$ cat config.mk
export PLATFORM = sky130hd
export DESIGN_NAME = ffu_dp
export DESIGN_NICKNAME = d
export VERILOG_FILES = /design/src/ffu_dp_pkg.sv /design/src/fsr_pkg.sv /design/src/ffu_input_align.sv /design/src/ffu_operand_regs.sv /design/src/ffu_fsr_file.sv /design/src/ffu_output_sel.sv /design/src/ffu_dp.sv
export SDC_FILE = /design/constraint.sdc
export NUM_CORES = 1
export LEC_CHECK = 0
export ABC_AREA = 1
export BUFFER_PORTS_ARGS = -buffer_cell sky130_fd_sc_hd__buf_2
export CORE_ASPECT_RATIO = 0.75
export CORE_MARGIN = 1
export CORE_UTILIZATION = 50
export DETAILED_ROUTE_END_ITERATION = 16
export HOLD_SLACK_MARGIN = 0.05
export PLACE_DENSITY = 0.73
export SLEW_MARGIN = 10
export SYNTH_ARGS = -nofsm -noshare
export SYNTH_HDL_FRONTEND = slang
export SYNTH_SLANG_ARGS = --single-unit
$ cat constraint.sdc
create_clock -name rclk -period 1.62 [get_ports rclk]
set_clock_uncertainty 0.15 [all_clocks]
set_input_delay 0.162 -clock rclk [delete_from_list [all_inputs] [get_ports rclk]]
set_output_delay 0.162 -clock rclk [all_outputs]
set_load 0.02 [all_outputs]
$ cat src/ffu_dp_pkg.sv
package ffu_dp_pkg;

   ////////////////////////////////////////////////////////////////////////////
   // datapath widths
   ////////////////////////////////////////////////////////////////////////////
   localparam int data_w = 64;   // one fp double word
   localparam int word_w = 32;   // half, used by singles

   ////////////////////////////////////////////////////////////////////////////
   // select encodings
   ////////////////////////////////////////////////////////////////////////////

   // frf read alignment
   typedef enum logic [1:0] {
      noshift     = 2'd0,   // double, or single already in place
      shift_right = 2'd1,   // upper word down to lower
      shift_left  = 2'd2    // lower word up to upper
   } frf_shift_e;

   // return data source and word flip
   typedef enum logic [1:0] {
      lsu_noflip = 2'd0,
      lsu_flip   = 2'd1,    // load low word into upper
      fpu_noflip = 2'd2,
      fpu_flip   = 2'd3     // fpu upper word into lower
   } ret_sel_e;

   // next value of the rs2/rd register
   typedef enum logic [1:0] {
      frf_read = 2'd0,      // aligned frf with sign substitution
      ret_data = 2'd1,
      keep     = 2'd2
   } rs2_sel_e;

   // store data sent to the lsu
   typedef enum logic [1:0] {sel_rs2, sel_rs1, sel_frf, sel_fsr} out_sel_e;

endpackage

$ cat src/fsr_pkg.sv
package fsr_pkg;

   localparam int fsr_w = 28;    // stored bits, rest of the fsr reads zero
   localparam int n_thr = 4;
   localparam int thr_w = 2;

   ////////////////////////////////////////////////////////////////////////////
   // field positions in the stored 28-bit fsr
   ////////////////////////////////////////////////////////////////////////////
   localparam int fcc_hi_lsb = 22;   // fcc3, fcc2, fcc1
   localparam int fcc_hi_w   = 6;
   localparam int rnd_lsb    = 20;
   localparam int rnd_w      = 2;
   localparam int tem_lsb    = 15;
   localparam int tem_w      = 5;
   localparam int ftt_lsb    = 12;
   localparam int ftt_w      = 3;
   localparam int fcc0_lsb   = 10;   // same spot in the 64-bit image
   localparam int fcc0_w     = 2;
   localparam int aexc_lsb   = 5;
   localparam int cexc_lsb   = 0;
   localparam int exc_w      = 5;    // aexc and cexc alike

   // architectural positions in the 64-bit fsr image
   localparam int arch_fcc_hi_lsb = 32;
   localparam int arch_rnd_lsb    = 30;
   localparam int arch_tem_lsb    = 23;
   localparam int arch_ftt_lsb    = 14;
   localparam int arch_low_w      = 12;   // fcc0, aexc, cexc unmoved

   // fsr update per cycle
   typedef enum logic [1:0] {fsr_hold, fsr_ld, fsr_fpu} fsr_op_e;

endpackage

$ cat src/ffu_input_align.sv
module ffu_input_align
   import ffu_dp_pkg::*;
   import fsr_pkg::*;
(
   input  logic                             rclk,
   input  logic                             rst_n,
   input  logic [data_w-1:0]                frf_data,
   input  frf_shift_e                       frf_shift,
   input  logic                             zero_low32,
   input  logic [data_w-1:0]                cpx_fpu_data,
   input  logic [data_w-1:0]                lsu_ld_data,
   input  ret_sel_e                         ret_sel,
   output logic [data_w-1:0]                frf_aligned,
   output logic [data_w-1:0]                ret_data,
   output logic [data_w-1:0]                ld_d1,
   output logic [fcc_hi_w+fcc0_w-1:0]       ld_fcc
);

   logic [data_w-1:0] fpu_d1;
   logic [data_w-1:0] frf_shifted;

   ////////////////////////////////////////////////////////////////////////////
   // return capture
   ////////////////////////////////////////////////////////////////////////////
   always_ff @(posedge rclk or negedge rst_n) begin
      if (!rst_n) begin
         ld_d1  <= '0;
         fpu_d1 <= '0;
      end else begin
         ld_d1  <= lsu_ld_data;
         fpu_d1 <= cpx_fpu_data;
      end
   end

   // fcc bits of an ldfsr, straight from the flopped load
   assign ld_fcc = {ld_d1[arch_fcc_hi_lsb +: fcc_hi_w], ld_d1[fcc0_lsb +: fcc0_w]};

   ////////////////////////////////////////////////////////////////////////////
   // frf read alignment
   ////////////////////////////////////////////////////////////////////////////
   // singles can sit in either half of the 64-bit read
   always_comb begin
      case (frf_shift)
         noshift:     frf_shifted = frf_data;
         shift_right: frf_shifted = {{word_w{1'b0}}, frf_data[data_w-1:word_w]};
         shift_left:  frf_shifted = {frf_data[word_w-1:0], {word_w{1'b0}}};
         default:     frf_shifted = '0;
      endcase
   end

   assign frf_aligned[data_w-1:word_w] = frf_shifted[data_w-1:word_w];
   assign frf_aligned[word_w-1:0]      = zero_low32 ? '0 : frf_shifted[word_w-1:0];

   // return mux, flips move a single into the other half
   always_comb begin
      case (ret_sel)
         lsu_noflip: ret_data = ld_d1;
         lsu_flip:   ret_data = {ld_d1[word_w-1:0], {word_w{1'b0}}};
         fpu_noflip: ret_data = fpu_d1;
         fpu_flip:   ret_data = {{word_w{1'b0}}, fpu_d1[data_w-1:word_w]};
         default:    ret_data = '0;
      endcase
   end

   // encoding 3 has no alignment behind it
   a_frf_shift_legal: assert property (
      @(posedge rclk) disable iff (!rst_n)
      frf_shift inside {noshift, shift_right, shift_left}
   );

endmodule

$ cat src/ffu_operand_regs.sv
module ffu_operand_regs
   import ffu_dp_pkg::*;
(
   input  logic              rclk,
   input  logic              rst_n,
   input  logic [data_w-1:0] frf_aligned,
   input  logic [data_w-1:0] ret_data,
   input  rs2_sel_e          rs2_sel,
   input  logic              new_rs1,
   input  logic [1:0]        sign,          // sign after fabs / fneg
   output logic [data_w-1:0] rs1_data,
   output logic [data_w-1:0] rs2_data,
   output logic [1:0]        rs2_sign,
   output logic [data_w-1:0] frf_wr_data
);

   logic [data_w-1:0] rs2_chg;   // frf data with new signs
   logic [data_w-1:0] rs2_nxt;

   ////////////////////////////////////////////////////////////////////////////
   // rs1
   ////////////////////////////////////////////////////////////////////////////
   always_ff @(posedge rclk or negedge rst_n) begin
      if (!rst_n) begin
         rs1_data <= '0;
      end else if (new_rs1) begin
         rs1_data <= frf_aligned;
      end
   end

   ////////////////////////////////////////////////////////////////////////////
   // rs2 / rd
   ////////////////////////////////////////////////////////////////////////////
   // original sign bits go back to control for fabs/fneg
   assign rs2_sign = {frf_aligned[data_w-1], frf_aligned[word_w-1]};

   always_comb begin
      rs2_chg             = frf_aligned;
      rs2_chg[data_w-1]   = sign[1];   // double, or upper single
      rs2_chg[word_w-1]   = sign[0];   // lower single
   end

   // the enum literal is shadowed by the port of the same name
   always_comb begin
      case (rs2_sel)
         frf_read:             rs2_nxt = rs2_chg;
         ffu_dp_pkg::ret_data: rs2_nxt = ret_data;
         keep:                 rs2_nxt = rs2_data;
         default:              rs2_nxt = rs2_data;
      endcase
   end

   // write data trails rs2 by a cycle so block loads can overlap
   always_ff @(posedge rclk or negedge rst_n) begin
      if (!rst_n) begin
         rs2_data    <= '0;
         frf_wr_data <= '0;
      end else begin
         rs2_data    <= rs2_nxt;
         frf_wr_data <= rs2_data;
      end
   end

   a_rs2_sel_legal: assert property (
      @(posedge rclk) disable iff (!rst_n)
      rs2_sel inside {frf_read, ffu_dp_pkg::ret_data, keep}
   );

endmodule

$ cat src/ffu_fsr_file.sv
module ffu_fsr_file
   import ffu_dp_pkg::*;
   import fsr_pkg::*;
(
   input  logic                        rclk,
   input  logic                        rst_n,
   input  fsr_op_e                     fsr_op,
   input  logic [thr_w-1:0]            fsr_upd_thr,
   input  logic [thr_w-1:0]            cur_thr,
   input  logic [data_w-1:0]           ld_d1,
   input  logic [fcc_hi_w+fcc0_w-1:0]  fcc_w2,
   input  logic [ftt_w-1:0]            ftt_w2,
   input  logic [2*exc_w-1:0]          exc_w2,    // aexc, cexc
   output logic [fsr_w-1:0]            cur_fsr,
   output logic [fcc_hi_w+fcc0_w-1:0]  fsr_fcc,
   output logic [rnd_w-1:0]            fsr_rnd,
   output logic [tem_w-1:0]            fsr_tem,
   output logic [exc_w-1:0]            fsr_aexc,
   output logic [exc_w-1:0]            fsr_cexc
);

   logic [fsr_w-1:0] fsr_q [n_thr];
   logic [fsr_w-1:0] upd_old;    // fsr of the thread being written
   logic [fsr_w-1:0] ld_word;
   logic [fsr_w-1:0] fpu_word;
   logic [fsr_w-1:0] upd_word;

   ////////////////////////////////////////////////////////////////////////////
   // update words
   ////////////////////////////////////////////////////////////////////////////
   assign upd_old = fsr_q[fsr_upd_thr];

   // ldfsr / ldxfsr, ftt is not loadable
   always_comb begin
      ld_word                           = upd_old;
      ld_word[fcc_hi_lsb +: fcc_hi_w]   = fcc_w2[fcc0_w +: fcc_hi_w];
      ld_word[rnd_lsb +: rnd_w]         = ld_d1[arch_rnd_lsb +: rnd_w];
      ld_word[tem_lsb +: tem_w]         = ld_d1[arch_tem_lsb +: tem_w];
      ld_word[arch_low_w-1:0]           = ld_d1[arch_low_w-1:0];   // fcc0, aexc, cexc
   end

   // fpu completion keeps rnd and tem
   always_comb begin
      fpu_word                          = upd_old;
      fpu_word[fcc_hi_lsb +: fcc_hi_w]  = fcc_w2[fcc0_w +: fcc_hi_w];
      fpu_word[ftt_lsb +: ftt_w]        = ftt_w2;
      fpu_word[fcc0_lsb +: fcc0_w]      = fcc_w2[fcc0_w-1:0];
      fpu_word[cexc_lsb +: 2*exc_w]     = exc_w2;
   end

   always_comb begin
      case (fsr_op)
         fsr_ld:  upd_word = ld_word;
         fsr_fpu: upd_word = fpu_word;
         default: upd_word = upd_old;
      endcase
   end

   ////////////////////////////////////////////////////////////////////////////
   // per-thread fsr storage
   ////////////////////////////////////////////////////////////////////////////
   always_ff @(posedge rclk or negedge rst_n) begin
      if (!rst_n) begin
         for (int t = 0; t < n_thr; t++) begin
            fsr_q[t] <= '0;
         end
      end else if (fsr_op != fsr_hold) begin
         fsr_q[fsr_upd_thr] <= upd_word;   // only the addressed thread
      end
   end

   // current thread read
   assign cur_fsr  = fsr_q[cur_thr];
   assign fsr_fcc  = {cur_fsr[fcc_hi_lsb +: fcc_hi_w], cur_fsr[fcc0_lsb +: fcc0_w]};
   assign fsr_rnd  = cur_fsr[rnd_lsb +: rnd_w];
   assign fsr_tem  = cur_fsr[tem_lsb +: tem_w];
   assign fsr_aexc = cur_fsr[aexc_lsb +: exc_w];
   assign fsr_cexc = cur_fsr[cexc_lsb +: exc_w];

   a_fsr_op_legal: assert property (
      @(posedge rclk) disable iff (!rst_n)
      fsr_op inside {fsr_hold, fsr_ld, fsr_fpu}
   );

endmodule

$ cat src/ffu_output_sel.sv
module ffu_output_sel
   import ffu_dp_pkg::*;
   import fsr_pkg::*;
(
   input  out_sel_e          out_sel,
   input  logic [data_w-1:0] rs1_data,
   input  logic [data_w-1:0] rs2_data,
   input  logic [data_w-1:0] frf_aligned,
   input  logic [fsr_w-1:0]  cur_fsr,
   output logic [data_w-1:0] lsu_data
);

   logic [data_w-1:0] fsr_img;

   ////////////////////////////////////////////////////////////////////////////
   // fsr expansion for stfsr
   ////////////////////////////////////////////////////////////////////////////
   // reserved, ver, ns and qne all read zero
   always_comb begin
      fsr_img                                    = '0;
      fsr_img[arch_fcc_hi_lsb +: fcc_hi_w]       = cur_fsr[fcc_hi_lsb +: fcc_hi_w];
      fsr_img[arch_rnd_lsb +: rnd_w]             = cur_fsr[rnd_lsb +: rnd_w];
      fsr_img[arch_tem_lsb +: tem_w]             = cur_fsr[tem_lsb +: tem_w];
      fsr_img[arch_ftt_lsb +: ftt_w]             = cur_fsr[ftt_lsb +: ftt_w];
      fsr_img[arch_low_w-1:0]                    = cur_fsr[arch_low_w-1:0];
   end

   // store data to lsu
   always_comb begin
      case (out_sel)
         sel_rs2: lsu_data = rs2_data;
         sel_rs1: lsu_data = rs1_data;
         sel_frf: lsu_data = frf_aligned;   // direct frf store path
         sel_fsr: lsu_data = fsr_img;
         default: lsu_data = '0;
      endcase
   end

endmodule

$ cat src/ffu_dp.sv
module ffu_dp
   import ffu_dp_pkg::*;
   import fsr_pkg::*;
(
   input  logic                        rclk,
   input  logic                        rst_n,
   input  logic [data_w-1:0]           frf_data,
   input  frf_shift_e                  frf_shift,
   input  logic                        zero_low32,
   input  logic [data_w-1:0]           cpx_fpu_data,
   input  logic [data_w-1:0]           lsu_ld_data,
   input  ret_sel_e                    ret_sel,
   input  rs2_sel_e                    rs2_sel,
   input  logic                        new_rs1,
   input  logic [1:0]                  sign,
   input  fsr_op_e                     fsr_op,
   input  logic [thr_w-1:0]            fsr_upd_thr,
   input  logic [fcc_hi_w+fcc0_w-1:0]  fcc_w2,
   input  logic [ftt_w-1:0]            ftt_w2,
   input  logic [2*exc_w-1:0]          exc_w2,
   input  logic [thr_w-1:0]            cur_thr,
   input  out_sel_e                    out_sel,
   output logic [data_w-1:0]           frf_wr_data,
   output logic [data_w-1:0]           lsu_data,
   output logic [1:0]                  rs2_sign,
   output logic [fcc_hi_w+fcc0_w-1:0]  ld_fcc,
   output logic [fcc_hi_w+fcc0_w-1:0]  fsr_fcc,
   output logic [rnd_w-1:0]            fsr_rnd,
   output logic [tem_w-1:0]            fsr_tem,
   output logic [exc_w-1:0]            fsr_aexc,
   output logic [exc_w-1:0]            fsr_cexc
);

   logic [data_w-1:0] frf_aligned;
   logic [data_w-1:0] ret_word;     // flipped return data
   logic [data_w-1:0] ld_d1;
   logic [data_w-1:0] rs1_data;
   logic [data_w-1:0] rs2_data;
   logic [fsr_w-1:0]  cur_fsr;

   ffu_input_align u_input_align (
      .rclk, .rst_n, .frf_data, .frf_shift, .zero_low32, .cpx_fpu_data, .lsu_ld_data,
      .ret_sel, .frf_aligned, .ret_data(ret_word), .ld_d1, .ld_fcc
   );

   ffu_operand_regs u_operand_regs (
      .rclk, .rst_n, .frf_aligned, .ret_data(ret_word), .rs2_sel, .new_rs1, .sign,
      .rs1_data, .rs2_data, .rs2_sign, .frf_wr_data
   );

   ffu_fsr_file u_fsr_file (
      .rclk, .rst_n, .fsr_op, .fsr_upd_thr, .cur_thr, .ld_d1, .fcc_w2, .ftt_w2, .exc_w2,
      .cur_fsr, .fsr_fcc, .fsr_rnd, .fsr_tem, .fsr_aexc, .fsr_cexc
   );

   ffu_output_sel u_output_sel (
      .out_sel, .rs1_data, .rs2_data, .frf_aligned, .cur_fsr, .lsu_data
   );

endmodule

### Word level (Yosys, flattened, before mapping)

Index checks and enable logic that the tools add are counted.

* bits in registers: 432
* word-level logic and storage cells: 47
* output and inout port bits: 163
* bits of input ports: 233

* equal/unequal tests: 11
* reductions and logical operators: 7
* multiplexer cells: 15
* order comparisons: 3
* bitwise operators: 2

Operators with widths (number)
* one-hot mux 64 bit (4 select lines): 2
* one-hot mux 64 bit (3 select lines): 1
* 2-to-1 mux 28 bit: 5
* one-hot mux 64 bit (2 select lines): 1
* binary-select mux 28 bit (select 2 bit): 2
* bitwise mux 112 bit: 1
* demux 28 bit (select 2 bit): 1
* one-hot mux 28 bit (2 select lines): 1
* 2-to-1 mux 32 bit: 1
* == test 2 bit, second input constant: 6
* == test 2 x 1 -> 1 bit, second input constant: 5
* zero test 2 bit: 4
* >= comparator 3 bit, second input constant: 2
* inverter 2 -> 3 bit: 2
* nonzero test 2 bit: 2
* less-than comparator 3 x 1 -> 1 bit, second input constant: 1
* logical AND 1 bit: 1

### Logic depth before layout (Yosys ltp)

* depth in word-level cells: 6
* mapped depth: 12

### By module

A second synthesis with hierarchy kept.

* cell total of the unflattened synthesis: 2834
* area total of the unflattened synthesis: 21416.8 um2

Modules (own cells, without submodules)
* ffu_operand_regs: cells an instance 814, area each 7447.1 um2, instances 1, seq. area each 4804.6 um2
* ffu_fsr_file: cells an instance 1064, area each 6846.6 um2, instances 1, seq. area each 2802.7 um2
* ffu_input_align: cells an instance 635, area each 5456.5 um2, instances 1, seq. area each 3203.1 um2
* ffu_output_sel: cells an instance 321, area each 1666.6 um2, instances 1, seq. area each 0.0 um2

### Worst setup path after synthesis

OpenSTA, ideal clock, no wires.

* path type: in2reg
* start: input port fsr_op[0]
* end: register u_fsr_file.fsr_q[37] (netlist bit)
* setup time: 0.116 ns
* stages on the path: 9
* data arrival time: 1.360 ns
* data required time: 1.354 ns
* setup slack: -0.007 ns
* path buffers: 1
* cell sequence: inv_1 -> ha_1 -> nand2_1 -> clkinv_1 -> clkbuf_1 -> a21oi_1 -> nand2_2 -> nand2_1 -> nand2_1

* word-level cells in the longest chain between the ends: 3

RTL lines
* start, declared: RTL line ffu_dp.sv:16 `input fsr_op_e fsr_op,`
* == test 2 bit / == test 2 x 1 -> 1 bit (equally long branches): RTL line ffu_fsr_file.sv:52 `case (fsr_op)`
* one-hot mux 28 bit (2 select lines): RTL line ffu_fsr_file.sv:52
* bitwise mux 112 bit: RTL line ffu_fsr_file.sv:68 `fsr_q[fsr_upd_thr] <= upd_word;`
* end signal, assigned by index: RTL line ffu_fsr_file.sv:68
* end, declared: RTL line ffu_fsr_file.sv:22 `logic [fsr_w-1:0] fsr_q [n_thr];`

Parallel ways exist; a longest one is shown, timed or not.
A chain may end at the register's enable or synchronous reset.

### Worst setup path in the final report

* start: register u_fsr_file.fsr_q[41] (netlist bit)
* end: output port lsu_data[15]

* word-level cells in the longest chain between the ends: 4

RTL lines
* binary-select mux 28 bit (select 2 bit): RTL line ffu_fsr_file.sv:73 `assign cur_fsr = fsr_q[cur_thr];`
* 2-to-1 mux 28 bit (implied by the code) (2 in a row): RTL line ffu_fsr_file.sv:73
* one-hot mux 64 bit (4 select lines): RTL line ffu_output_sel.sv:30 `case (out_sel)`
* end, declared: RTL line ffu_dp.sv:24 `output logic [data_w-1:0] lsu_data,`

No other way between the ends. The select of a mux whose other input is x is not followed.

==> run metrics <==
Top Family by Delay on Critical Path=simple AND/OR/NAND/NOR gates; Ys Warns=0; Netlist Area Pre-Place=roughly 21000 um2; PnR worst setup slack=-0.570 ns; Slew headroom=approximately two thirds; final cell count without fillers=~4.1k; CP max stage delay=0.40 ns; GR Util All Layers=a little over two fifths; final setup TNS=-15.20 ns; Critical Path, Cell by Cell=inv_1 > nand2_1 > nand3_1 > nand2_2 > nand2_2 > nand4_1 > buf_6; WL/cell=23.3 um; Crit. End Element=output pin; uppermost routed layer=met5; DIE HEIGHT=178 um; htree depth=2; clock sinks=432; pre-CTS setup slack=-0.253 ns; Die X=237 um; first-pass GRT wire length=136000 um; CP Max Fanout=2; setup violators final=57; Via-to-Cell Ratio=between 5 and 6; Iter 0 DRT Violations=3970; number of global-route vias before repair=21.9k; TritonCTS clock tree=built; Num CTS Buffers=45; routability cong.=roughly 0.98; most used flip-flop cell after synthesis=dfrtp_1; failing checks=negative hold slack, negative setup slack; WHS=-0.0232 ns; kind of critical path=reg -> out; Distinct cells, synth=30; CP bufs+invs=2; met2 WL=~40000 um; pwr dens=1040 nW/um2; final hold violation count=1; # rows=between 60 and 70; Leak=about 0.016 uW; Tightest Pin Transition=approximately 0.49 ns; # IOs=a little under 400; share of the yosys chip area belonging to registers=about 52%; share of cells above drive strength 1=approximately 28%; min-delay worst type=in -> reg; DR DRC count=0; synthesized area per cell=7.65 um2; clock root cell=clkbuf_16; Post-layout nets=3761; status=finished, violations left; latest clock arrival within the worst-skew pair=around 0.58 ns; Inst Count DP=3619; total global routing overflow=0; Gate Count Post-Synth=roughly 2.7k; post-route minimum period=between 2 and 2.5 ns; CP Data Required Time=~1.3 ns; RSZ-0062 raised after global routing=true; Final Cycle Share=135%; Vias=approximately 24k; post-synth net total=about 3k; Max Clock Freq=457 MHz; post-synthesis register bit count=roughly 430; Critical Path Start Type=flip-flop; Final Slew Violations=0; MaxCap Viol Count=0; area delta synth->final=47.2%; DR WL met3=around 14000 um; largest net degree at the start of global routing=between 80 and 90; Routed WL=about 96000 um; most used cell, CP=nand2_2; IR Drop Worst-Case VDD=approximately 0.8 mV; Core Box Area=40800 um2; Crit-path slowest cell=dfrtp_1; die area=around 42000 um2; drt first pass iters=6; DRT antenna net count=0; WP data arrival=1.88 ns; wl on met1=between 30000 and 40000 um; Port Buffers=395; antenna violations before repair=14; Initial Utilization=50.7%; Post-synth ARST share=between 90% and 100%; number of synthesized flops with an enable pin=0; CTS clk-pin slew, worst paths=0.07 ns; Clock Path Buffers=3; DP HPWL=59600 um
## kinds of logic (layout without fill, tap and decap cells)
kind of cell / Yosys count / after routing / synth area share, %
DFF: 432 / 432 / 52.3
buffers and inverters: 283 / 1139 / 6.53
AOI/OAI and AO/OA: 145 / 145 / 4.10
other: 0 / 13 / 0
adders and majority gates: 3 / 3 / 0.182
and+or+nand+nor: 1840 / 1840 / 36.9
## per-layer routing
metal	global-route usage, %	up-vias
met2	63.9	2156
met5	0	-
met1	58.9	11300
met3	13.3	383
li1	-	10200
met4	20.3	4
## synthesized netlist by cell type (3+ instances only)
master,n,share of area [%]
nor2_2,4,0.12
nand4_1,29,0.88
dfrtp_1,432,52
buf_6,15,0.82
nand2_2,19,0.58
clkbuf_1,53,0.96
inv_1,99,1.8
inv_2,11,0.20
o21ai_1,37,0.90
buf_2,59,1.4
nor2_1,19,0.35
buf_4,20,0.73
nor3_4,3,0.24
o21ai_0,32,0.77
nand3_1,363,8.8
buf_1,21,0.38
ha_1,3,0.18
a21oi_1,43,1.0
and2_1,25,0.76
nand2_1,1372,25
o21ai_2,30,1.3
## worst reg2reg max path, cell delays in order (launching register included)
cell and delay, ns:
dfrtp_1 0.56, nand2_1 0.18, nand3_1 0.13, nand2_1 0.27
nand3_1 0.12
## cells in the final DEF, fill, tap and decap left out, types with 3 or more instances in the layout
cell / instances
a21oi_1: 42
and2_4: 24
buf_12: 48
buf_2: 313
buf_4: 282
buf_6: 69
bufinv_16: 6
clkbuf_1: 9
clkbuf_16: 50
clkbuf_8: 6
clkinv_2: 8
clkinvlp_4: 3
dfrtp_1: 430
diode_2: 13
dlygate4sd3_1: 223
ha_1: 3
inv_1: 95
inv_2: 13
inv_4: 3
nand2_1: 1354
nand2_2: 35
nand3_1: 304
nand3_2: 59
nand4_1: 29
nor2_1: 16
nor2_2: 3
nor2_4: 6
nor3_4: 3
o21ai_0: 26
o21ai_1: 24
o21ai_2: 38
o21ai_4: 11
## final timing paths
path / end / start / slack, ns / cells after the start
max: lsu_data[15] / u_fsr_file.fsr_q[41]$_DFFE_PN0P_ / -0.57 / 7
min: u_operand_regs.rs2_data[2]$_DFFE_PN0P_ / zero_low32 / -0.02 / 5
max reg2reg: u_operand_regs.rs2_data[27]$_DFFE_PN0P_ / u_input_align.ld_d1[27]$_DFF_PN0_ / 0.09 / 4
min reg2reg: u_operand_regs.frf_wr_data[12]$_DFF_PN0_ / u_operand_regs.rs2_data[12]$_DFFE_PN0P_ / 0.25 / 0
max in group asynchronous: u_input_align.ld_d1[11]$_DFF_PN0_ / rst_n / 0.02 / 4
min in group asynchronous: u_operand_regs.frf_wr_data[12]$_DFF_PN0_ / rst_n / 0.56 / 3
## where the power goes
group	internal, uW	switching [uW]	total, uW
logic	3370	4450	7820
registers	11900	813	12700
clock network	6390	4730	11100
total	21600	9990	31600
## area by class of cell
cell class / instances / area (um2)
diodes: 13 / 32.5
clock buffers: 60 / 1240
clock inverters: 21 / 293
fillers: 2873 / 10300
inverters: 113 / 432
multi-input cells: 1988 / 9110
flip-flops and latches: 432 / 10800
well taps: 528 / 661
repair buffers: 945 / 7840
## state kept, by name, summed over array words and instances (netlist names)
name	flops
u_input_align.fpu_d1	64
u_input_align.ld_d1	64
u_operand_regs.rs2_data	64
u_operand_regs.rs1_data	64
u_operand_regs.frf_wr_data	64
u_fsr_file.fsr_q	112
## per-stage QoR
step / util [%] / power (uW) / hold WS, ns / cell area (um2)
6_report: 74.6 / 31600 / -0.0232 / 30400
5_1_grt: 74.6 / 32600 / 0.0515 / 30400
4_1_cts: 72.0 / 30600 / 0.0521 / 29300
3_5_place_dp: 59.4 / 18400 / -0.0453 / 24200
3_3_place_gp: 59.4 / 18200 / -0.0471 / 24200
2_1_floorplan: - / 15700 / -0.284 / 20700
## repair_timing
action	in CTS	in global routing
pin swaps	70	52
cloned	0	5
resized for setup	191	122
endpoints found under the hold margin	766	12
setup buffers	103	61
endpoints found under the setup margin	81	114
hold buffers	219	8
No activity file was read; power rests on OpenSTA's default activity.
